$ cat src/rtl/core_pkg.sv
package core_pkg;

  localparam int xlen = 64;
  localparam logic [xlen-1:0] pc_start = 64'h8000_0000;
  localparam int iram_aw = 8;
  localparam int dram_aw = 6;

  localparam logic [6:0] op_imm    = 7'h13;
  localparam logic [6:0] op_reg    = 7'h33;
  localparam logic [6:0] op_lui    = 7'h37;
  localparam logic [6:0] op_load   = 7'h03;
  localparam logic [6:0] op_store  = 7'h23;
  localparam logic [6:0] op_branch = 7'h63;
  localparam logic [6:0] op_trap   = 7'h6b;

  // decoded operation field.
  localparam logic [3:0] alu_add  = 4'd0;
  localparam logic [3:0] alu_sub  = 4'd1;
  localparam logic [3:0] alu_xor  = 4'd2;
  localparam logic [3:0] alu_lui  = 4'd3;
  localparam logic [3:0] mem_ld   = 4'd4;
  localparam logic [3:0] mem_sd   = 4'd5;
  localparam logic [3:0] br_ne    = 4'd6;
  localparam logic [3:0] sys_trap = 4'd7;
  localparam logic [3:0] nop      = 4'd8;

  // fetch and decode FSM states.
  localparam logic [1:0] st_fetch  = 2'd0;
  localparam logic [1:0] st_wait   = 2'd1;
  localparam logic [1:0] st_decode = 2'd2;
  localparam logic [1:0] st_idle   = 2'd3;

  typedef union packed {
    struct packed {
      logic [6:0] funct7;
      logic [4:0] rs2;
      logic [4:0] rs1;
      logic [2:0] funct3;
      logic [4:0] rd;
      logic [6:0] opcode;
    } r;
    struct packed {
      logic [6:0] imm_hi;
      logic [4:0] rs2;
      logic [4:0] rs1;
      logic [2:0] funct3;
      logic [4:0] imm_lo;
      logic [6:0] opcode;
    } s;
  } inst_word_u;

endpackage

$ cat src/rtl/core_if.sv
`timescale 1ns/1ps

interface reg_read_if import core_pkg::*; ();
  logic [4:0]      rs1_addr;
  logic [4:0]      rs2_addr;
  logic [xlen-1:0] rs1_data;
  logic [xlen-1:0] rs2_data;

  modport client (output rs1_addr, rs2_addr, input rs1_data, rs2_data);
  modport server (input rs1_addr, rs2_addr, output rs1_data, rs2_data);
endinterface


interface exe_res_if import core_pkg::*; ();
  logic            valid;
  logic [xlen-1:0] pc;
  logic [31:0]     inst;
  logic            wen;
  logic [4:0]      rd;
  logic [xlen-1:0] wdata;
  logic            redirect;
  logic [xlen-1:0] target;

  modport tx (output valid, pc, inst, wen, rd, wdata, redirect, target);
  modport rx (input valid, pc, inst, wen, rd, wdata, redirect, target);
endinterface

$ cat src/rtl/commit_unit.sv
`timescale 1ns/1ps

module commit_unit import core_pkg::*; (
  input  logic            clock,
  input  logic            reset,
  exe_res_if.rx           res,
  reg_read_if.server      regs,
  output logic            done_o,
  output logic            redirect_o,
  output logic [xlen-1:0] target_o,
  output logic            trap_o,
  output logic            commit_valid_o,
  output logic [xlen-1:0] commit_pc_o,
  output logic [31:0]     commit_inst_o,
  output logic            commit_wen_o,
  output logic [4:0]      commit_wdest_o,
  output logic [xlen-1:0] commit_wdata_o,
  output logic            trap_valid_o,
  output logic [7:0]      trap_code_o,
  output logic [xlen-1:0] cycle_cnt_o,
  output logic [xlen-1:0] instr_cnt_o
);

  logic [xlen-1:0] rf [1:31];
  inst_word_u      res_inst;
  logic            retire;
  logic            is_trap;

  assign res_inst = res.inst;
  assign retire   = res.valid && !trap_valid_o;
  assign is_trap  = (res_inst.r.opcode == op_trap);
  assign trap_o   = trap_valid_o;

  // x0 is hardwired to zero.
  assign regs.rs1_data = (regs.rs1_addr == 5'd0) ? '0 : rf[regs.rs1_addr];
  assign regs.rs2_data = (regs.rs2_addr == 5'd0) ? '0 : rf[regs.rs2_addr];

  // architectural registers start at zero.
  always_ff @(posedge clock) begin
    if (reset) begin
      for (int i = 1; i < 32; i++) begin
        rf[i] <= '0;
      end
    end else if (retire && res.wen && res.rd != 5'd0) begin
      rf[res.rd] <= res.wdata;
    end
  end

  always_ff @(posedge clock) begin
    if (reset) begin
      commit_valid_o <= 1'b0;
      commit_wen_o   <= 1'b0;
      done_o         <= 1'b0;
      trap_valid_o   <= 1'b0;
      trap_code_o    <= 8'd0;
      cycle_cnt_o    <= '0;
      instr_cnt_o    <= '0;
    end else begin
      commit_valid_o <= retire;
      commit_wen_o   <= retire && res.wen;
      done_o         <= retire;
      if (!trap_valid_o) cycle_cnt_o <= cycle_cnt_o + 64'd1;
      if (retire) begin
        instr_cnt_o <= instr_cnt_o + 64'd1;
        if (is_trap) begin
          trap_valid_o <= 1'b1;
          trap_code_o  <= rf[10][7:0];
        end
      end
    end
  end

  always_ff @(posedge clock) begin
    if (retire) begin
      commit_pc_o    <= res.pc;
      commit_inst_o  <= res.inst;
      commit_wdest_o <= res.rd;
      commit_wdata_o <= res.wdata;
      redirect_o     <= res.redirect;
      target_o       <= res.target;
    end
  end

endmodule

$ cat src/flat_wrapper.sv
// flat-port wrapper written by rule: the top's interface ports become plain ports
module commit_unit_flat import core_pkg::*;
  (clock, reset, done_o, redirect_o, target_o, trap_o, commit_valid_o, commit_pc_o, commit_inst_o, commit_wen_o, commit_wdest_o, commit_wdata_o, trap_valid_o, trap_code_o, cycle_cnt_o, instr_cnt_o, res_valid, res_pc, res_inst, res_wen, res_rd, res_wdata, res_redirect, res_target, regs_rs1_addr, regs_rs2_addr, regs_rs1_data, regs_rs2_data);
  exe_res_if res_i ();
  reg_read_if regs_i ();
  input  logic clock;
  input  logic reset;
  output logic done_o;
  output logic redirect_o;
  output logic [xlen-1:0] target_o;
  output logic trap_o;
  output logic commit_valid_o;
  output logic [xlen-1:0] commit_pc_o;
  output logic [31:0] commit_inst_o;
  output logic commit_wen_o;
  output logic [4:0] commit_wdest_o;
  output logic [xlen-1:0] commit_wdata_o;
  output logic trap_valid_o;
  output logic [7:0] trap_code_o;
  output logic [xlen-1:0] cycle_cnt_o;
  output logic [xlen-1:0] instr_cnt_o;
  input wire logic [$bits(res_i.valid)-1:0] res_valid;
  input wire logic [$bits(res_i.pc)-1:0] res_pc;
  input wire logic [$bits(res_i.inst)-1:0] res_inst;
  input wire logic [$bits(res_i.wen)-1:0] res_wen;
  input wire logic [$bits(res_i.rd)-1:0] res_rd;
  input wire logic [$bits(res_i.wdata)-1:0] res_wdata;
  input wire logic [$bits(res_i.redirect)-1:0] res_redirect;
  input wire logic [$bits(res_i.target)-1:0] res_target;
  input wire logic [$bits(regs_i.rs1_addr)-1:0] regs_rs1_addr;
  input wire logic [$bits(regs_i.rs2_addr)-1:0] regs_rs2_addr;
  output wire logic [$bits(regs_i.rs1_data)-1:0] regs_rs1_data;
  output wire logic [$bits(regs_i.rs2_data)-1:0] regs_rs2_data;
  assign res_i.valid = res_valid;
  assign res_i.pc = res_pc;
  assign res_i.inst = res_inst;
  assign res_i.wen = res_wen;
  assign res_i.rd = res_rd;
  assign res_i.wdata = res_wdata;
  assign res_i.redirect = res_redirect;
  assign res_i.target = res_target;
  assign regs_i.rs1_addr = regs_rs1_addr;
  assign regs_i.rs2_addr = regs_rs2_addr;
  assign regs_rs1_data = regs_i.rs1_data;
  assign regs_rs2_data = regs_i.rs2_data;
  commit_unit u_core (.clock(clock), .reset(reset), .res(res_i), .regs(regs_i), .done_o(done_o), .redirect_o(redirect_o), .target_o(target_o), .trap_o(trap_o), .commit_valid_o(commit_valid_o), .commit_pc_o(commit_pc_o), .commit_inst_o(commit_inst_o), .commit_wen_o(commit_wen_o), .commit_wdest_o(commit_wdest_o), .commit_wdata_o(commit_wdata_o), .trap_valid_o(trap_valid_o), .trap_code_o(trap_code_o), .cycle_cnt_o(cycle_cnt_o), .instr_cnt_o(instr_cnt_o));
endmodule
$ cat config.mk
export PLATFORM = sky130hd
export DESIGN_NAME = commit_unit_flat
export DESIGN_NICKNAME = d
export VERILOG_FILES = /design/src/rtl/core_pkg.sv /design/src/rtl/core_if.sv /design/src/rtl/commit_unit.sv /design/src/flat_wrapper.sv
export SDC_FILE = /design/constraint.sdc
export NUM_CORES = 2
export LEC_CHECK = 0
export BUFFER_PORTS_ARGS = -buffer_cell sky130_fd_sc_hd__buf_2
export CORE_MARGIN = 2
export CORE_UTILIZATION = 40
export CTS_BUF_LIST = sky130_fd_sc_hd__clkbuf_8 sky130_fd_sc_hd__clkbuf_16
export CTS_CLUSTER_SIZE = 12
export DETAILED_ROUTE_END_ITERATION = 7
export PLACE_DENSITY_LB_ADDON = 0.2
export REMOVE_ABC_BUFFERS = 1
export SETUP_SLACK_MARGIN = 0.1
export SLEW_MARGIN = 20
export SYNTH_ARGS = -nofsm -noshare
export SYNTH_HDL_FRONTEND = slang
export SYNTH_SLANG_ARGS = --single-unit
$ cat constraint.sdc
create_clock -name clock -period 7.85 [get_ports clock]
set_input_delay 1.57 -clock clock [delete_from_list [all_inputs] [get_ports clock]]
set_output_delay 1.57 -clock clock [all_outputs]
set_load 0.05 [all_outputs]
==> results.md <==
* Clock sink total at 2417
* Async SR Flop Fraction at 0%
* FMAX at 0.157 GHz
* Die Footprint at 0.307 sq mm
* Critical-path top delay cell: a211oi_2
* Setup TNS at 0 ns
* Mapped cell area at 0.121 sq mm
* Initial antenna violation count at 70
* DR vias/cell at 6.15
* Period minus WS final at 6.37 ns
* Total gr overflow at 0
* Final Max Slew Viols at 0
* Ys flop type: edfxtp_1
* Ranking of synthesized cells by area: edfxtp_1 (57%), mux4_2 (21%), and2_1 (10%)
* Die width at 554 um
* H-tree Lvls at 5
* Die height at 554 um
* Clock transition at path regs at 0.05 ns
* Hold Path Class: flip-flop to flip-flop
* Initial Utilization at 40.3%
* Clock skew at 0.0293 ns
* WL final at 444 mm
* Place WS at 1.56 ns
* Largest area contributor in the netlist: edfxtp_1
* RSZ-0062 raised after global routing: no
* Core area at 0.300 sq mm
* Worst Setup Start Kind: input port
* P_leak at 49.0 nW
* Slew headroom at 17.5%
* Post-Synthesis Cells at 7639
* Top-count cell post-synth: edfxtp_1
* Layout fillers at 26000
* WS Path Type: input port to output pin
* Hold depth at 2
* Final HPWL from detailed placement at 251 mm
* Data required, critical path at 6.28 ns
* Mean post-synth cell area at 15.8 sq um
* Cts hold-fix bufs at 0
* Clock root buffer: clkbuf_16
* VDD IR max at 0.000151 V
* Via Count at 76000
* Worst Reg-to-Reg Cells at 7
* Gp weighted congestion at 0.901
* I/O pins at 743
* Worst endpoint data arrival time at 4.80 ns
* Rows at 201
* Final net count at 8392
* Worst-Margin Slew at 1.24 ns
* DR iter-0 viols at 10500
* Crit-path cells: clkbuf_8 -> buf_4 -> mux2_2 -> a22oi_1 -> o21ai_0 -> o21ai_0 -> a211oi_2 -> buf_4 -> buf_2
* Clock buffer count from CTS at 288
* Routed Antenna Nets at 0
* Largest net degree at the start of global routing at 135
* Post-DR wirelength/cell at 35.9 um
* Clock Tree Buf Depth at 4
* Period utilisation layout at 81.1%
* Clk Latency, worst-skew pair at 0.91 ns
* Post-synth top cells: edfxtp_1 (2278), and2_1 (1994), mux4_2 (1107)
* PostCTS Resize Cnt at 0
* Yosys warnings at 0
* Register area share after synthesis at 58.8%
* Global-route wire length before repair at 613 mm
* I/O Buffers at 742
* Post-CTS Setup Bufs at 0
* Final setup vio count at 0
* Worst setup EP type: output pin
* DRC at 0
* Top-area cell type share of the netlist area at 56.5%
* Status: finished clean
* Total of max-cap violations at 0
* Fin worst setup slack at 1.48 ns
* Area Growth Syn to Fin at 14.5%
* Number of synthesized flops with an enable pin at 2278
* Worst-path maximum fanout at 54
* Power Density at 232 mW/mm^2
* Final hold viol count at 0
* Max incr delay on CP at 0.70 ns
* Vias in the first global route at 77600
* Fraction of layout cells with a size suffix above 1 at 30.5%
* Distinct cells, synth at 59
* Tot GR Track Use at 28.5%
* TritonCTS clock tree: done
* DRT Pass-1 Iters at 5
* Synth Register Bits at 2417
[critical path: cells and delay by family]
kind | cells | cell delay, ns
compound gates | 4 | 1.23
buf+inv | 4 | 1.52
mux | 1 | 0.26
[cell families after synthesis]
group                    after synthesis  share of synthesized area [%]
AO/OA/AOI/OAI                        412                           2.26
XOR/XNOR                              66                          0.478
adder cells (fa/ha/maj)                2                         0.0207
buffers and inverters                801                           2.59
flip-flops                          2417                           58.8
multiplexers                        1409                           23.1
other                                  1                        0.00310
AND/OR/NAND/NOR                     2531                           12.7
[layout by cell type, fill, tap and decap left out, drive strengths merged, types with 67 or more instances in the layout]
master  instances
edfxtp       2278
and2         1994
mux4         1107
buf           936
clkbuf        298
mux2i         275
nor2          147
dfxtp         139
clkinv        119
o22ai         111
inv            94
a21o           93
nand2          85
a21oi          67
[final timing paths]
| check | startpoint | to | slack [ns] |
|---|---|---|---|
| worst max register to register | u_core.trap_o$_SDFFE_PP0P_ | u_core.rf[8][44]$_SDFFCE_PN0P_ | 3.29 |
| worst min-delay path | u_core.trap_code_o[1]$_SDFFE_PP0P_ | u_core.trap_code_o[1]$_SDFFE_PP0P_ | 0.49 |
| worst min register to register | u_core.trap_code_o[1]$_SDFFE_PP0P_ | u_core.trap_code_o[1]$_SDFFE_PP0P_ | 0.49 |
| worst max-delay path | regs_rs2_addr[2] | regs_rs2_data[30] | 1.48 |
[sequential cells by signal (all words and copies together) (netlist names)]
register	flops
u_core.commit_wdata_o	64
u_core.trap_code_o	8
u_core.rf	2048
u_core.commit_wen_o	1
u_core.redirect_o	1
u_core.target_o	64
u_core.done_o	1
u_core.commit_pc_o	64
u_core.cycle_cnt_o	64
u_core.trap_o	1
u_core.commit_inst_o	32
u_core.instr_cnt_o	64
u_core.commit_wdest_o	5
[per-stage QoR]
step           cell area (sq um)  utilization (%)  hold WS [ns]  power, mW  std cells
2_1_floorplan             118000                -         0.495       17.4       6919
3_3_place_gp              129000             43.1         0.472       19.2      11800
3_5_place_dp              129000             43.1         0.485       19.2      11800
4_1_cts                   138000             46.1         0.492       32.3      12300
5_1_grt                   138000             46.1         0.512       33.0      12300
6_report                  139000             46.1         0.491       32.1      12400
[final cells by class]
class                           instances  area [sq um]  area share [%]
Tap cell                             3958          4950            3.57
Clock buffer                          297          7380            5.32
Clock inverter                        222          1740            1.26
Timing Repair Buffer                  937          5870            4.24
Multi-Input combinational cell       4484         47200            34.1
Antenna cell                           39          97.6          0.0704
Inverter                               18          75.1          0.0542
Sequential cell                      2417         71200            51.4
[where the power goes]
| part | switching, mW | leakage [nW] | internal (mW) |
|---|---|---|---|
| combinational | 2.47 | 21.4 | 1.43 |
| clock | 5.68 | 4.69 | 7.47 |
| sequential | 0.328 | 22.8 | 14.8 |
| total | 8.48 | 49.0 | 23.7 |
[per-layer routing]
metal / up-vias / wire length, um / track usage [%]
li1: 30500 / - / -
met1: 39900 / 165000 / 37.0
met2: 4664 / 216000 / 47.4
met3: 898 / 43900 / 5.15
met4: 16 / 19300 / 11.7
met5: - / 128 / 0
No activity file was read; power rests on OpenSTA's default activity.
