## config.mk

```make
export PLATFORM = sky130hd
export DESIGN_NAME = fetch_decode_flat
export DESIGN_NICKNAME = d
export VERILOG_FILES = /design/src/rtl/core_pkg.sv /design/src/rtl/core_if.sv /design/src/rtl/fetch_decode.sv /design/src/flat_wrapper.sv
export SDC_FILE = /design/constraint.sdc
export NUM_CORES = 1
export LEC_CHECK = 0
export ABC_AREA = 1
export BUFFER_PORTS_ARGS = -buffer_cell sky130_fd_sc_hd__buf_2
export CORE_AREA = 2 2 214 216
export DETAILED_ROUTE_END_ITERATION = 10
export DIE_AREA = 0 0 216 218
export PLACE_DENSITY = 0.44
export SYNTH_ARGS = -nofsm -noshare
export SYNTH_HDL_FRONTEND = slang
export SYNTH_SLANG_ARGS = --single-unit
```

## constraint.sdc

```tcl
create_clock -name clock -period 5.2 [get_ports clock]
set_clock_uncertainty 0.1 [all_clocks]
set_input_delay 0.26 -clock clock [delete_from_list [all_inputs] [get_ports clock]]
set_output_delay 0.26 -clock clock [all_outputs]
set_load 0.005 [all_outputs]
```

## src/rtl/core_pkg.sv

```systemverilog
package core_pkg;

  localparam int xlen = 64;
  localparam logic [xlen-1:0] pc_start = 64'h8000_0000;
  localparam int iram_aw = 8;
  localparam int dram_aw = 6;

  localparam logic [6:0] op_imm    = 7'h13;
  localparam logic [6:0] op_reg    = 7'h33;
  localparam logic [6:0] op_lui    = 7'h37;
  localparam logic [6:0] op_load   = 7'h03;
  localparam logic [6:0] op_store  = 7'h23;
  localparam logic [6:0] op_branch = 7'h63;
  localparam logic [6:0] op_trap   = 7'h6b;

  // decoded operation field.
  localparam logic [3:0] alu_add  = 4'd0;
  localparam logic [3:0] alu_sub  = 4'd1;
  localparam logic [3:0] alu_xor  = 4'd2;
  localparam logic [3:0] alu_lui  = 4'd3;
  localparam logic [3:0] mem_ld   = 4'd4;
  localparam logic [3:0] mem_sd   = 4'd5;
  localparam logic [3:0] br_ne    = 4'd6;
  localparam logic [3:0] sys_trap = 4'd7;
  localparam logic [3:0] nop      = 4'd8;

  // fetch and decode FSM states.
  localparam logic [1:0] st_fetch  = 2'd0;
  localparam logic [1:0] st_wait   = 2'd1;
  localparam logic [1:0] st_decode = 2'd2;
  localparam logic [1:0] st_idle   = 2'd3;

  typedef union packed {
    struct packed {
      logic [6:0] funct7;
      logic [4:0] rs2;
      logic [4:0] rs1;
      logic [2:0] funct3;
      logic [4:0] rd;
      logic [6:0] opcode;
    } r;
    struct packed {
      logic [6:0] imm_hi;
      logic [4:0] rs2;
      logic [4:0] rs1;
      logic [2:0] funct3;
      logic [4:0] imm_lo;
      logic [6:0] opcode;
    } s;
  } inst_word_u;

endpackage

```

## src/rtl/core_if.sv

```systemverilog
`timescale 1ns/1ps

interface reg_read_if import core_pkg::*; ();
  logic [4:0]      rs1_addr;
  logic [4:0]      rs2_addr;
  logic [xlen-1:0] rs1_data;
  logic [xlen-1:0] rs2_data;

  modport client (output rs1_addr, rs2_addr, input rs1_data, rs2_data);
  modport server (input rs1_addr, rs2_addr, output rs1_data, rs2_data);
endinterface

interface dec_exe_if import core_pkg::*; ();
  logic            valid;
  logic [3:0]      op;
  logic [xlen-1:0] pc;
  logic [31:0]     inst;
  logic [4:0]      rd;
  logic [xlen-1:0] rs1_val;
  logic [xlen-1:0] rs2_val;
  logic [xlen-1:0] imm;

  modport tx (output valid, op, pc, inst, rd, rs1_val, rs2_val, imm);
  modport rx (input valid, op, pc, inst, rd, rs1_val, rs2_val, imm);
endinterface


```

## src/rtl/fetch_decode.sv

```systemverilog
`timescale 1ns/1ps

module fetch_decode import core_pkg::*; (
  input  logic               clock,
  input  logic               reset,
  input  logic               hold_i,
  output logic               imem_rd_en_o,
  output logic [iram_aw-1:0] imem_addr_o,
  input  logic [31:0]        imem_data_i,
  input  logic               done_i,
  input  logic               redirect_i,
  input  logic [xlen-1:0]    target_i,
  input  logic               trap_i,
  reg_read_if.client         regs,
  dec_exe_if.tx              dec
);

  logic [1:0]      state_q;
  logic [xlen-1:0] pc_q;
  logic [xlen-1:0] pc_off;
  inst_word_u      inst_q;
  logic [3:0]      op_d;
  logic [4:0]      rd_d;
  logic [xlen-1:0] imm_d;

  always_ff @(posedge clock) begin
    if (reset || hold_i) begin
      state_q <= st_fetch;
      pc_q    <= pc_start;
    end else begin
      case (state_q)
        st_fetch:  state_q <= st_wait;
        st_wait:   state_q <= st_decode;
        st_decode: state_q <= st_idle;
        default: begin
          // a trap leaves the FSM parked here.
          if (done_i && !trap_i) begin
            state_q <= st_fetch;
            pc_q    <= redirect_i ? target_i : pc_q + 64'd4;
          end
        end
      endcase
    end
  end

  always_ff @(posedge clock) begin
    if (state_q == st_wait) begin
      inst_q <= imem_data_i;
    end
  end

  assign pc_off       = pc_q - pc_start;
  assign imem_addr_o  = pc_off[iram_aw+1:2];
  assign imem_rd_en_o = (state_q == st_fetch);

  always_comb begin
    op_d  = nop;
    rd_d  = inst_q.r.rd;
    imm_d = {{52{inst_q.r.funct7[6]}}, inst_q.r.funct7, inst_q.r.rs2};
    case (inst_q.r.opcode)
      op_imm: begin
        if (inst_q.r.funct3 == 3'd0) op_d = alu_add;
      end
      op_reg: begin
        if (inst_q.r.funct3 == 3'd0 && inst_q.r.funct7 == 7'h00) op_d = alu_add;
        else if (inst_q.r.funct3 == 3'd0 && inst_q.r.funct7 == 7'h20) op_d = alu_sub;
        else if (inst_q.r.funct3 == 3'd4 && inst_q.r.funct7 == 7'h00) op_d = alu_xor;
      end
      op_lui: begin
        op_d  = alu_lui;
        imm_d = {{32{inst_q.r.funct7[6]}}, inst_q.r.funct7, inst_q.r.rs2,
                 inst_q.r.rs1, inst_q.r.funct3, 12'h000};
      end
      op_load: begin
        if (inst_q.r.funct3 == 3'd3) op_d = mem_ld;
      end
      op_store: begin
        if (inst_q.s.funct3 == 3'd3) op_d = mem_sd;
        imm_d = {{52{inst_q.s.imm_hi[6]}}, inst_q.s.imm_hi, inst_q.s.imm_lo};
      end
      op_branch: begin
        if (inst_q.s.funct3 == 3'd1) op_d = br_ne;
        imm_d = {{51{inst_q.s.imm_hi[6]}}, inst_q.s.imm_hi[6], inst_q.s.imm_lo[0],
                 inst_q.s.imm_hi[5:0], inst_q.s.imm_lo[4:1], 1'b0};
      end
      op_trap: op_d = sys_trap;
      default: op_d = nop;
    endcase
    // only register writers keep a destination.
    if (op_d == mem_sd || op_d == br_ne || op_d == sys_trap || op_d == nop) begin
      rd_d = 5'd0;
    end
  end

  assign regs.rs1_addr = inst_q.r.rs1;
  assign regs.rs2_addr = inst_q.r.rs2;

  assign dec.valid   = (state_q == st_decode);
  assign dec.op      = op_d;
  assign dec.pc      = pc_q;
  assign dec.inst    = inst_q;
  assign dec.rd      = rd_d;
  assign dec.rs1_val = regs.rs1_data;
  assign dec.rs2_val = regs.rs2_data;
  assign dec.imm     = imm_d;

endmodule

```

## src/flat_wrapper.sv

```systemverilog
// flat-port wrapper written by rule: the top's interface ports become plain ports
module fetch_decode_flat import core_pkg::*;
  (clock, reset, hold_i, imem_rd_en_o, imem_addr_o, imem_data_i, done_i, redirect_i, target_i, trap_i, regs_rs1_addr, regs_rs2_addr, regs_rs1_data, regs_rs2_data, dec_valid, dec_op, dec_pc, dec_inst, dec_rd, dec_rs1_val, dec_rs2_val, dec_imm);
  reg_read_if regs_i ();
  dec_exe_if dec_i ();
  input  logic clock;
  input  logic reset;
  input  logic hold_i;
  output logic imem_rd_en_o;
  output logic [iram_aw-1:0] imem_addr_o;
  input  logic [31:0] imem_data_i;
  input  logic done_i;
  input  logic redirect_i;
  input  logic [xlen-1:0] target_i;
  input  logic trap_i;
  output wire logic [$bits(regs_i.rs1_addr)-1:0] regs_rs1_addr;
  output wire logic [$bits(regs_i.rs2_addr)-1:0] regs_rs2_addr;
  input wire logic [$bits(regs_i.rs1_data)-1:0] regs_rs1_data;
  input wire logic [$bits(regs_i.rs2_data)-1:0] regs_rs2_data;
  output wire logic [$bits(dec_i.valid)-1:0] dec_valid;
  output wire logic [$bits(dec_i.op)-1:0] dec_op;
  output wire logic [$bits(dec_i.pc)-1:0] dec_pc;
  output wire logic [$bits(dec_i.inst)-1:0] dec_inst;
  output wire logic [$bits(dec_i.rd)-1:0] dec_rd;
  output wire logic [$bits(dec_i.rs1_val)-1:0] dec_rs1_val;
  output wire logic [$bits(dec_i.rs2_val)-1:0] dec_rs2_val;
  output wire logic [$bits(dec_i.imm)-1:0] dec_imm;
  assign regs_rs1_addr = regs_i.rs1_addr;
  assign regs_rs2_addr = regs_i.rs2_addr;
  assign regs_i.rs1_data = regs_rs1_data;
  assign regs_i.rs2_data = regs_rs2_data;
  assign dec_valid = dec_i.valid;
  assign dec_op = dec_i.op;
  assign dec_pc = dec_i.pc;
  assign dec_inst = dec_i.inst;
  assign dec_rd = dec_i.rd;
  assign dec_rs1_val = dec_i.rs1_val;
  assign dec_rs2_val = dec_i.rs2_val;
  assign dec_imm = dec_i.imm;
  fetch_decode u_core (.clock(clock), .reset(reset), .hold_i(hold_i), .imem_rd_en_o(imem_rd_en_o), .imem_addr_o(imem_addr_o), .imem_data_i(imem_data_i), .done_i(done_i), .redirect_i(redirect_i), .target_i(target_i), .trap_i(trap_i), .regs(regs_i), .dec(dec_i));
endmodule
```

==> out/results.tsv <==
stage	metric	value	unit
drt	top sig layer	met5	
synth	Seq cells post-synth	98	
drt	WL met3	6.17	mm
critical_path	WP data required	4.84	ns
drt	detailed-route via count	8676	
sta	Tcrit/Tclk final	54.7	%
global_route	first-pass GRT wire length	60.4	mm
drt	DRC	0	
synth	Synth Area in Compound Gates	8.85	%
drt	1st-iter DRT viols	562	
synth	syn_nets	1497	
critical_path	Worst R2R Setup Slack	2.37	ns
sta	Rel. slew slack	25.0	%
drt	Met2 Wirelength	21.3	mm
cells_and_area	area added between synthesis and finish	16.6	%
critical_path	worst stage delay on the critical path	0.49	ns
synth	Async S/R FF share, synth	0	%
critical_path	worst r2r src	u_core.state_q[0]	
sta	Final Hold Fails	0	
power_and_ir_drop	switching share of power	27.1	%
drt	vias per cell	4.36	
global_route	largest net degree at the start of global routing	84	
die	chip width	216	microns
clock_tree	H-tree lvl count	3	
sta	setup TNS after final layout	0	ns
min_path	Hold EP	u_core.dec.inst[12]	
critical_path	slowest CP cell	edfxtp_1	
synth	Unique masters post-synth	43	
sta	pin slew with the least headroom to its limit	1.12	ns
cells_and_area	antenna cells	0	
cells_and_area	fraction of layout cells with a size suffix above 1	25.7	%
min_path	worst hold path type	input pin to flop	
critical_path	CP top delay family	simple AND/OR/NAND/NOR gates	
min_path	HP Start	imem_data_i[12]	
synth	ys flop type	dfxtp_1	
die	Die ar.	47100	sq um
clock_tree	CTS tree	done	
synth	mapped cell area	8090	sq um
sta	Final Hold Slack	0.0109	ns
critical_path	R2R Path End	u_core.dec.pc[27]	
cells_and_area	Core Util, Final	21.0	%
synth	Post-synth EDFFs	32	
sta	unrepaired setup endpoints after global routing	false	
synth	Synth Area in Adders	0.773	%
critical_path	WP data arrival	2.49	ns
power_and_ir_drop	Peak VDD IR	0.157	mV
drt	DRT Pass-1 Iters	5	
power_and_ir_drop	Lkg Pwr	3.95	nW
critical_path	CP max FO	18	
sta	fmax	0.351	GHz
clock_tree	clk buf depth	2	
clock_tree	CTS clk-pin slew, worst paths	0.07	ns
synth	simple-gate share of the synthesized area	37.0	%
power_and_ir_drop	combinational share of power	11.8	%
drt	Antenna Violating Nets Remaining	0	
outcome	run status	completed	
die	num rows	78	
synth	sequential area share after synthesis	28.2	%
clock_tree	# clock sinks	98	
power_and_ir_drop	NetSw	0.483	mW
synth	Gate Count Post-Synth	1262	
clock_tree	clock buffer count from CTS	9	
power_and_ir_drop	sequential share of power	46.4	%
synth	syn_area_per_cell	6.41	sq um
synth	largest family of logic cells by synthesized area	simple AND/OR/NAND/NOR gates	
power_and_ir_drop	Power Density	189	nW/um^2
drt	post-DR wirelength/cell	21.9	microns
die	Starting Density	18.0	%
die	Core ar.	44900	sq um
min_path	Worst Hold Path Cells	1	
critical_path	critical path cell sequence	inv_1, nor3_1, nand2_1, nand2_2, nor3_1, nor2_1, nand3_1, nor2_1, buf_2	
global_route	number of antenna violations at the first check in global routing	2	
global_route	vias in the first global route	8385	
global_route	Total GRT Usage	18.0	%
placed_design	DP Wirelength	36.7	mm
clock_tree	post-CTS sizing	0	
cells_and_area	Nets	1621	
global_route	remaining global-route overflow	0	
power_and_ir_drop	clock share of power	41.8	%
sta	final setup violation count	0	
synth	XOR/XNOR share of the synthesized area	1.30	%
critical_path	Setup crit end kind	output pin	
critical_path	r2r worst-path depth	6	
critical_path	CP Buf/Inv Count	2	
drt	Routed WL	43.7	mm
clock_tree	CTS root buffer	clkbuf_16	
placed_design	GP Congestion	0.949	
die	Die Y	218	microns
critical_path	startpoint types	flop	
run	maxcap violations	0	
critical_path	CP Class	flop to output pin	
power_and_ir_drop	Cell Int Power	1.30	mW
sta	Slew Viols, Final	0	
drt	WL met1	15.0	mm
synth	portion of netlist area occupied by mux cells	0	%
clock_tree	clk_lat worst skew	0.39	ns
placed_design	I/O Buffers	290	
die	I/O Pins	547	
synth	Synth Warn #	0	
sta	Final min period	2.85	ns
## power groups by stage
stage	registers (mW)	logic, mW	clock network (mW)
finish	0.828	0.211	0.745
global route	0.831	0.235	0.802
detailed placement	0.848	0.200	0
CTS	0.830	0.219	0.780
global placement	0.847	0.200	0
floorplan	0.840	0.174	0
## cells by family after synthesis
| family | count (synthesis) |
|---|---|
| DFF | 98 |
| adders and majority gates | 5 |
| buffers and inverters | 322 |
| and+or+nand+nor | 694 |
| xor gates and xnor gates | 12 |
| AOI/OAI and AO/OA | 131 |
## worst max-delay path by stage
| stage | from | end | cells past startpoint |
|---|---|---|---|
| CTS | u_core.dec.inst[2] | dec_rd[2] | 9 |
| global placement | u_core.state_q[0] | u_core.dec.pc[15] | 8 |
| finish | u_core.dec.inst[2] | dec_rd[2] | 9 |
| detailed placement | u_core.state_q[0] | u_core.dec.pc[23] | 6 |
| floorplan | u_core.dec.inst[31] | dec_rd[0] | 7 |
| global route | u_core.dec.inst[2] | dec_rd[2] | 9 |
## timing repair
action                                 in CTS  in global routing
setup endpoints to repair                   0                  0
hold buffers                               30                  1
endpoints found under the hold margin      30                  1
setup buffers                               0                  0
## synthesized netlist by cell type, types with 7 or more instances
cell type / number / area [sq um]
a21oi_1: 54 / 270
buf_2: 7 / 35.0
buf_4: 179 / 1340
clkbuf_1: 20 / 75.1
dfxtp_1: 66 / 1320
edfxtp_1: 32 / 961
inv_1: 104 / 390
nand2_1: 295 / 1110
nand2_2: 16 / 100
nand3_1: 80 / 400
nand4_1: 20 / 125
nor2_1: 227 / 852
nor2_2: 9 / 56.3
nor2_4: 8 / 90.1
nor3_1: 25 / 125
o211ai_1: 9 / 67.6
o21ai_0: 46 / 230
xor2_1: 7 / 61.3
## cell usage in the layout, fill, tap and decap left out, drive strengths merged, types with 4 or more instances in the layout
cell / instances
nand2: 312
buf: 294
nor2: 246
inv: 111
nand3: 81
dfxtp: 66
a21oi: 55
o21ai: 51
edfxtp: 32
dlygate4sd3: 31
nor3: 27
nand4: 20
clkbuf: 12
o211ai: 9
xor2: 7
o22ai: 5
xnor2: 5
ha: 5
or2: 5
a31oi: 4
## layer usage
metal / vias up / track usage, %
li1: 4097 / -
met2: 543 / 31.2
met5: - / 3.23
met4: 6 / 4.95
met3: 48 / 11.3
met1: 3982 / 17.7
## final cells by class
cell class	instances	area, sq um
clock buffer	12	256
clock inverter	4	48.8
fill	5196	35500
inverter	110	413
multi-input combinational	842	3880
sequential	98	2280
tap	600	751
timing repair buffer	325	1790
## sequential cells by signal (all words and copies together) (netlist names)
name	count
u_core.dec.inst	32
u_core.dec.pc	64
u_core.state_q	2
## stage by stage
stage          power, mW  setup WS, ns  instances  area, sq um
2_1_floorplan       1.01          3.22       1262         8090
3_3_place_gp        1.05          2.41       1944         8810
3_5_place_dp        1.05          2.39       1944         8810
4_1_cts             1.83          2.31       1990         9420
5_1_grt             1.87          2.00       1991         9430
6_report            1.78          2.35       1991         9430
Power figures use the tool's default switching activity.
