`src/rtl/core_pkg.sv`:
```
package core_pkg;

  localparam int xlen = 64;
  localparam logic [xlen-1:0] pc_start = 64'h8000_0000;
  localparam int iram_aw = 8;
  localparam int dram_aw = 6;

  localparam logic [6:0] op_imm    = 7'h13;
  localparam logic [6:0] op_reg    = 7'h33;
  localparam logic [6:0] op_lui    = 7'h37;
  localparam logic [6:0] op_load   = 7'h03;
  localparam logic [6:0] op_store  = 7'h23;
  localparam logic [6:0] op_branch = 7'h63;
  localparam logic [6:0] op_trap   = 7'h6b;

  // decoded operation field.
  localparam logic [3:0] alu_add  = 4'd0;
  localparam logic [3:0] alu_sub  = 4'd1;
  localparam logic [3:0] alu_xor  = 4'd2;
  localparam logic [3:0] alu_lui  = 4'd3;
  localparam logic [3:0] mem_ld   = 4'd4;
  localparam logic [3:0] mem_sd   = 4'd5;
  localparam logic [3:0] br_ne    = 4'd6;
  localparam logic [3:0] sys_trap = 4'd7;
  localparam logic [3:0] nop      = 4'd8;

  // fetch and decode FSM states.
  localparam logic [1:0] st_fetch  = 2'd0;
  localparam logic [1:0] st_wait   = 2'd1;
  localparam logic [1:0] st_decode = 2'd2;
  localparam logic [1:0] st_idle   = 2'd3;

  typedef union packed {
    struct packed {
      logic [6:0] funct7;
      logic [4:0] rs2;
      logic [4:0] rs1;
      logic [2:0] funct3;
      logic [4:0] rd;
      logic [6:0] opcode;
    } r;
    struct packed {
      logic [6:0] imm_hi;
      logic [4:0] rs2;
      logic [4:0] rs1;
      logic [2:0] funct3;
      logic [4:0] imm_lo;
      logic [6:0] opcode;
    } s;
  } inst_word_u;

endpackage

```
`src/rtl/core_if.sv`:
```


interface dec_exe_if import core_pkg::*; ();
  logic            valid;
  logic [3:0]      op;
  logic [xlen-1:0] pc;
  logic [31:0]     inst;
  logic [4:0]      rd;
  logic [xlen-1:0] rs1_val;
  logic [xlen-1:0] rs2_val;
  logic [xlen-1:0] imm;

  modport tx (output valid, op, pc, inst, rd, rs1_val, rs2_val, imm);
  modport rx (input valid, op, pc, inst, rd, rs1_val, rs2_val, imm);
endinterface

interface exe_res_if import core_pkg::*; ();
  logic            valid;
  logic [xlen-1:0] pc;
  logic [31:0]     inst;
  logic            wen;
  logic [4:0]      rd;
  logic [xlen-1:0] wdata;
  logic            redirect;
  logic [xlen-1:0] target;

  modport tx (output valid, pc, inst, wen, rd, wdata, redirect, target);
  modport rx (input valid, pc, inst, wen, rd, wdata, redirect, target);
endinterface

```
`src/rtl/execute_unit.sv`:
```
`timescale 1ns/1ps

module execute_unit import core_pkg::*; (
  input  logic               clock,
  input  logic               reset,
  dec_exe_if.rx              dec,
  output logic               dmem_rd_en_o,
  output logic               dmem_wr_en_o,
  output logic [dram_aw-1:0] dmem_addr_o,
  output logic [xlen-1:0]    dmem_wdata_o,
  input  logic [xlen-1:0]    dmem_rdata_i,
  exe_res_if.tx              res
);

  logic [xlen-1:0] operand_b;
  logic [xlen-1:0] alu_result;
  logic [xlen-1:0] eff_addr;
  logic            load_q;

  // register form takes rs2, immediate form takes imm.
  assign operand_b = (dec.inst[6:0] == op_reg) ? dec.rs2_val : dec.imm;

  always_comb begin
    case (dec.op)
      alu_add: alu_result = dec.rs1_val + operand_b;
      alu_sub: alu_result = dec.rs1_val - dec.rs2_val;
      alu_xor: alu_result = dec.rs1_val ^ dec.rs2_val;
      alu_lui: alu_result = dec.imm;
      default: alu_result = '0;
    endcase
  end

  assign eff_addr     = dec.rs1_val + dec.imm;
  assign dmem_addr_o  = eff_addr[dram_aw+2:3];
  assign dmem_rd_en_o = dec.valid && (dec.op == mem_ld);
  assign dmem_wr_en_o = dec.valid && (dec.op == mem_sd);
  assign dmem_wdata_o = dec.rs2_val;

  always_ff @(posedge clock) begin
    if (reset) begin
      load_q    <= 1'b0;
      res.valid <= 1'b0;
    end else begin
      load_q    <= dmem_rd_en_o;
      // loads retire one cycle late, once the data memory answers.
      res.valid <= (dec.valid && dec.op != mem_ld) || load_q;
    end
  end

  always_ff @(posedge clock) begin
    if (dec.valid) begin
      res.pc       <= dec.pc;
      res.inst     <= dec.inst;
      res.rd       <= dec.rd;
      res.wen      <= (dec.rd != 5'd0);
      res.wdata    <= alu_result;
      res.redirect <= (dec.op == br_ne) && (dec.rs1_val != dec.rs2_val);
      res.target   <= dec.pc + dec.imm;
    end else if (load_q) begin
      res.wdata <= dmem_rdata_i;
    end
  end

endmodule

```
`src/flat_wrapper.sv`:
```
// flat-port wrapper written by rule: the top's interface ports become plain ports
module execute_unit_flat import core_pkg::*;
  (clock, reset, dmem_rd_en_o, dmem_wr_en_o, dmem_addr_o, dmem_wdata_o, dmem_rdata_i, dec_valid, dec_op, dec_pc, dec_inst, dec_rd, dec_rs1_val, dec_rs2_val, dec_imm, res_valid, res_pc, res_inst, res_wen, res_rd, res_wdata, res_redirect, res_target);
  dec_exe_if dec_i ();
  exe_res_if res_i ();
  input  logic clock;
  input  logic reset;
  output logic dmem_rd_en_o;
  output logic dmem_wr_en_o;
  output logic [dram_aw-1:0] dmem_addr_o;
  output logic [xlen-1:0] dmem_wdata_o;
  input  logic [xlen-1:0] dmem_rdata_i;
  input wire logic [$bits(dec_i.valid)-1:0] dec_valid;
  input wire logic [$bits(dec_i.op)-1:0] dec_op;
  input wire logic [$bits(dec_i.pc)-1:0] dec_pc;
  input wire logic [$bits(dec_i.inst)-1:0] dec_inst;
  input wire logic [$bits(dec_i.rd)-1:0] dec_rd;
  input wire logic [$bits(dec_i.rs1_val)-1:0] dec_rs1_val;
  input wire logic [$bits(dec_i.rs2_val)-1:0] dec_rs2_val;
  input wire logic [$bits(dec_i.imm)-1:0] dec_imm;
  output wire logic [$bits(res_i.valid)-1:0] res_valid;
  output wire logic [$bits(res_i.pc)-1:0] res_pc;
  output wire logic [$bits(res_i.inst)-1:0] res_inst;
  output wire logic [$bits(res_i.wen)-1:0] res_wen;
  output wire logic [$bits(res_i.rd)-1:0] res_rd;
  output wire logic [$bits(res_i.wdata)-1:0] res_wdata;
  output wire logic [$bits(res_i.redirect)-1:0] res_redirect;
  output wire logic [$bits(res_i.target)-1:0] res_target;
  assign dec_i.valid = dec_valid;
  assign dec_i.op = dec_op;
  assign dec_i.pc = dec_pc;
  assign dec_i.inst = dec_inst;
  assign dec_i.rd = dec_rd;
  assign dec_i.rs1_val = dec_rs1_val;
  assign dec_i.rs2_val = dec_rs2_val;
  assign dec_i.imm = dec_imm;
  assign res_valid = res_i.valid;
  assign res_pc = res_i.pc;
  assign res_inst = res_i.inst;
  assign res_wen = res_i.wen;
  assign res_rd = res_i.rd;
  assign res_wdata = res_i.wdata;
  assign res_redirect = res_i.redirect;
  assign res_target = res_i.target;
  execute_unit u_core (.clock(clock), .reset(reset), .dec(dec_i), .dmem_rd_en_o(dmem_rd_en_o), .dmem_wr_en_o(dmem_wr_en_o), .dmem_addr_o(dmem_addr_o), .dmem_wdata_o(dmem_wdata_o), .dmem_rdata_i(dmem_rdata_i), .res(res_i));
endmodule
```
`config.mk`:
```
export PLATFORM = sky130hd
export DESIGN_NAME = execute_unit_flat
export DESIGN_NICKNAME = d
export VERILOG_FILES = /design/src/rtl/core_pkg.sv /design/src/rtl/core_if.sv /design/src/rtl/execute_unit.sv /design/src/flat_wrapper.sv
export SDC_FILE = /design/constraint.sdc
export NUM_CORES = 1
export LEC_CHECK = 0
export ABC_CLOCK_PERIOD_IN_PS = 5820
export CAP_MARGIN = 20
export CORE_AREA = 2 2 256 258
export CTS_BUF_LIST = sky130_fd_sc_hd__clkbuf_8 sky130_fd_sc_hd__clkbuf_16
export CTS_CLUSTER_DIAMETER = 50
export DETAILED_ROUTE_END_ITERATION = 8
export DIE_AREA = 0 0 258 260
export DONT_BUFFER_PORTS = 1
export PLACE_DENSITY = 0.5
export SETUP_SLACK_MARGIN = 0.1
export SLEW_MARGIN = 30
export SYNTH_ARGS = -nofsm -noshare
export SYNTH_HDL_FRONTEND = slang
export SYNTH_SLANG_ARGS = --single-unit
export TNS_END_PERCENT = 30
```
`constraint.sdc`:
```
create_clock -name clock -period 5.82 [get_ports clock]
set_input_delay 1.746 -clock clock [delete_from_list [all_inputs] [get_ports clock]]
set_output_delay 1.746 -clock clock [all_outputs]
set_load 0.005 [all_outputs]
```
==> impl_metrics.yaml <==
outcome:
  outcome: "finished, final reports clean"
synth:
  synth-compound-area-share: 0.2712
  synth_edf_count: 231
  synthMuxAreaShare: 0.007823
  ys_async_sr_fraction: 0
  synthAdderAreaFrac: 0.1227
  synth_xor_xnor_area_share: 0.06635
  synth_area_um2: 21910
  synth_area_per_cell_um2: 8.489
  syn_inst: 2581
  synth.distinct_cells: 85
  ys_seq_elements: 233
  synth-simple-area-share: 0.1490
  synth_nets: 3158
  synth_ff_type: "edfxtp_1"
  synth_top_family_by_area: "compound AO/OA/AOI/OAI gates"
  ys_seq_area_frac: 0.3184
  yosys_warnings: 0
layout:
  stdcell_count: 3492
  area_growth_pct: 12.54
  nets: 3195
  drive_gt1_frac: 0.1131
  fillCellCount: 6534
timing:
  setup_ws_ns: 0.1879
  post-route-period-util: 0.9677
  max_slew_margin: 0.4178
  max_freq_mhz: 177.6
  worst-slew-pin-transition_ns: 0.8703
  setup_viol: 0
  maxSlewViolCount: 0
  rsz0062_at_grt: "true"
  fin_crit_ns: 5.632
  finalSetupTns_ns: 0
  finalHoldViolCount: 0
  finalClockSkew_ns: 0.01550
power:
  powerDensity_nw_per_um2: 244.2
  vdd_drop_max_mv: 0.1768
  power_leakage_uw: 0.01018
clock_tree:
  cts_sinks: 233
  cts_tree: "done"
  clkSlewWorstSetupHoldPaths_ns: 0.07
  cts_buffer_depth: 3
  clock_latency_ns: 0.55
  htreeDepth: 1
  cts_buffers: 29
  cts_root_buffer: "clkbuf_16"
detailed_routing:
  first_pass_iters: 6
  via_per_inst: 5.987
  drc: 0
  drtIter0Drc: 2126
  totalWireLength_um: 100600
  avgRoutedWirePerCell_um: 28.80
  num_vias: 20910
  ant_nets: 0
worst_setup_path:
  start_kind: "input pin"
  crit_type: "input pin to flip-flop"
  cp.required_ns: 6.12
  critical-path-top-delay-family: "compound AO/OA/AOI/OAI gates"
  arrival_ns: 5.93
  cp_max_fo: 20
  path_cells: "nor4bb_2, nand4b_1, buf_12, mux2_2, ha_1, fa_1, nand3_1, a21oi_1, o211ai_1, o31ai_1, a221o_1, a21oi_2, o21ai_1, a21oi_1, a21o_1, xnor2_1, a221o_1"
  cp_num_cells: 17
  rr_endpoint: "u_core.res.wdata[9]"
  reg2reg_depth: 2
  reg2reg_slack_ns: 4.04
  crit_buf_inv: 1
  setup.worst_path.end: "u_core.res.wdata[62]"
  crit_path_end_kind: "flip-flop"
  slowest_delay_ns: 0.43
  r2r_start: "u_core.load_q"
  crit_slowest_cell: "fa_1"
  startpoint: "dec_inst[2]"
place:
  place_ws_ns: -0.3275
  dpl.hpwl_um: 85050
  routabilityCongestion: 0.9825
  port_buffers: 0
  dp.cells: 3441
job:
  max_cap_viol_count: 0
global_routing:
  antenna_found_initial: 4
  grt_pass1_vias: 19560
  grt_pass1_wl_um: 140700
  grt_overflow_total: 0
  grt_max_degree: 204
  track_usage: 0.2849
floorplan:
  die_y_um: 260
  pin_count: 668
  initial_utilization: 0.3417
  rows: 93
  core-area_um2: 64120
  dieArea_um2: 67080
  dieWidth_um: 258
worst_hold_path:
  hold_class: "flip-flop to flip-flop"
cell type report:
class / count / area [µm²] / share of cell area
Antenna cell: 3 / 7.507 / 0.0003044
Clock buffer: 29 / 725.7 / 0.02943
Clock inverter: 18 / 286.5 / 0.01162
Inverter: 112 / 420.4 / 0.01705
Multi-Input combinational cell: 2036 / 13590 / 0.5510
Sequential cell: 233 / 6977 / 0.2829
Tap cell: 855 / 1070 / 0.04338
Timing Repair Buffer: 206 / 1584 / 0.06424
worst reg2reg max path, cell delays in order, from the launching register on:
cell and delay (ns):
dfxtp_1 0.33, or2_2 0.60, buf_4 0.49
power breakdown:
group	switching, µW	internal [µW]
clock	758	1150
combinational	1140	785
sequential	121	2070
total	2020	4000
cells in the final DEF (no fill, tap or decap), types with 20 or more instances in the layout:
| cell type | Yosys | routed |
|---|---|---|
| nand4_1 | 60 | 60 |
| a211oi_1 | 36 | 35 |
| nor2_1 | 162 | 162 |
| a22o_1 | 20 | 20 |
| o211ai_1 | 25 | 25 |
| nor2b_1 | 26 | 26 |
| o21ai_0 | 214 | 212 |
| ha_1 | 210 | 210 |
| a31oi_1 | 38 | 38 |
| clkbuf_16 | 0 | 29 |
| xnor2_1 | 95 | 95 |
| nand2_1 | 296 | 296 |
| edfxtp_1 | 231 | 231 |
| o21a_1 | 25 | 25 |
| a21oi_1 | 270 | 270 |
| nand3_1 | 36 | 36 |
| a21o_1 | 102 | 102 |
| buf_4 | 64 | 203 |
| inv_1 | 112 | 112 |
| nor3_1 | 44 | 39 |
| o21bai_1 | 42 | 42 |
| xor2_1 | 71 | 70 |
worst min path at each step:
stage / startpoint / end / slack (ns) / cells after the start
finish: u_core.load_q / u_core.res.valid / 0.48 / 2
global route: u_core.load_q / u_core.res.valid / 0.52 / 2
CTS: u_core.load_q / u_core.res.valid / 0.48 / 2
detailed placement: u_core.load_q / u_core.res.valid / 0.46 / 2
global placement: u_core.load_q / u_core.res.valid / 0.46 / 2
floorplan: u_core.load_q / u_core.res.valid / 0.43 / 2
routing by layer:
metal | GRT usage | vias up | wire length (µm)
met3 | 0.05916 | 120 | 9447
met5 | 0 | - | 9
met1 | 0.4152 | 10080 | 45790
met2 | 0.4210 | 1118 | 42200
li1 | - | 9583 | -
met4 | 0.08285 | 2 | 3118
stage by stage:
step	total power, µW	hold slack [ns]	utilization	area [µm²]
2_1_floorplan	3426	0.4285	-	21910
3_3_place_gp	4097	0.4629	0.3679	23590
3_5_place_dp	4096	0.4594	0.3679	23590
4_1_cts	6014	0.4780	0.3836	24600
5_1_grt	6284	0.5209	0.3846	24660
6_report	6022	0.4809	0.3846	24660
cells in the mapped netlist, drive strengths merged (4+ instances only):
| master | number | area share |
|---|---|---|
| nor4 | 8 | 0.0030 |
| nand2b | 18 | 0.0051 |
| a41oi | 8 | 0.0032 |
| o31ai | 18 | 0.0068 |
| o41ai | 6 | 0.0027 |
| nand3 | 36 | 0.0082 |
| clkbuf | 126 | 0.022 |
| and4 | 4 | 0.0016 |
| nor2 | 163 | 0.028 |
| and2 | 13 | 0.0037 |
| o2111ai | 6 | 0.0024 |
| a221o | 10 | 0.0046 |
| a21o | 103 | 0.035 |
| mux4 | 4 | 0.0041 |
| and3 | 19 | 0.0057 |
| o211a | 5 | 0.0023 |
| o211ai | 25 | 0.0086 |
| a21boi | 6 | 0.0021 |
| inv | 112 | 0.019 |
| o21bai | 42 | 0.014 |
| or4 | 6 | 0.0024 |
| a221oi | 17 | 0.0068 |
| a31oi | 39 | 0.011 |
| edfxtp | 231 | 0.32 |
| a22oi | 12 | 0.0041 |
| nand4 | 60 | 0.017 |
| xnor2 | 95 | 0.038 |
| or2 | 7 | 0.0020 |
| nand2 | 296 | 0.051 |
| xor2 | 71 | 0.028 |
| ha | 210 | 0.12 |
| a21oi | 276 | 0.064 |
| buf | 74 | 0.024 |
| o2bb2ai | 15 | 0.0060 |
| o21a | 25 | 0.0086 |
| mux2i | 7 | 0.0032 |
| nor3 | 44 | 0.010 |
| a22o | 20 | 0.0080 |
| a211oi | 36 | 0.012 |
| o21ai | 229 | 0.053 |
| nor2b | 26 | 0.0074 |
| o221ai | 5 | 0.0020 |
| o22ai | 4 | 0.0011 |
cells by family after synthesis:
| kind of cell | after synthesis |
|---|---|
| compound gates | 934 |
| xor+xnor | 166 |
| fa+ha+maj | 213 |
| buf+inv | 312 |
| flops | 233 |
| mux | 12 |
| simple gates | 711 |
flip-flops by register name, summed over array words and instances (netlist names):
signal and count:
u_core.res.wdata 64, u_core.res.target 64, u_core.res.wen 1, u_core.res.inst 32, u_core.res.rd 5, u_core.load_q 1, u_core.res.pc 64, u_core.res.redirect 1
u_core.res.valid 1
what timing repair did:
action / in CTS / in global routing
resized for setup: 0 / 11
hold buffers: 0 / 0
setup endpoints to repair: 0 / 10
buffers inserted: 0 / 1
No activity file was read; power rests on OpenSTA's default activity.
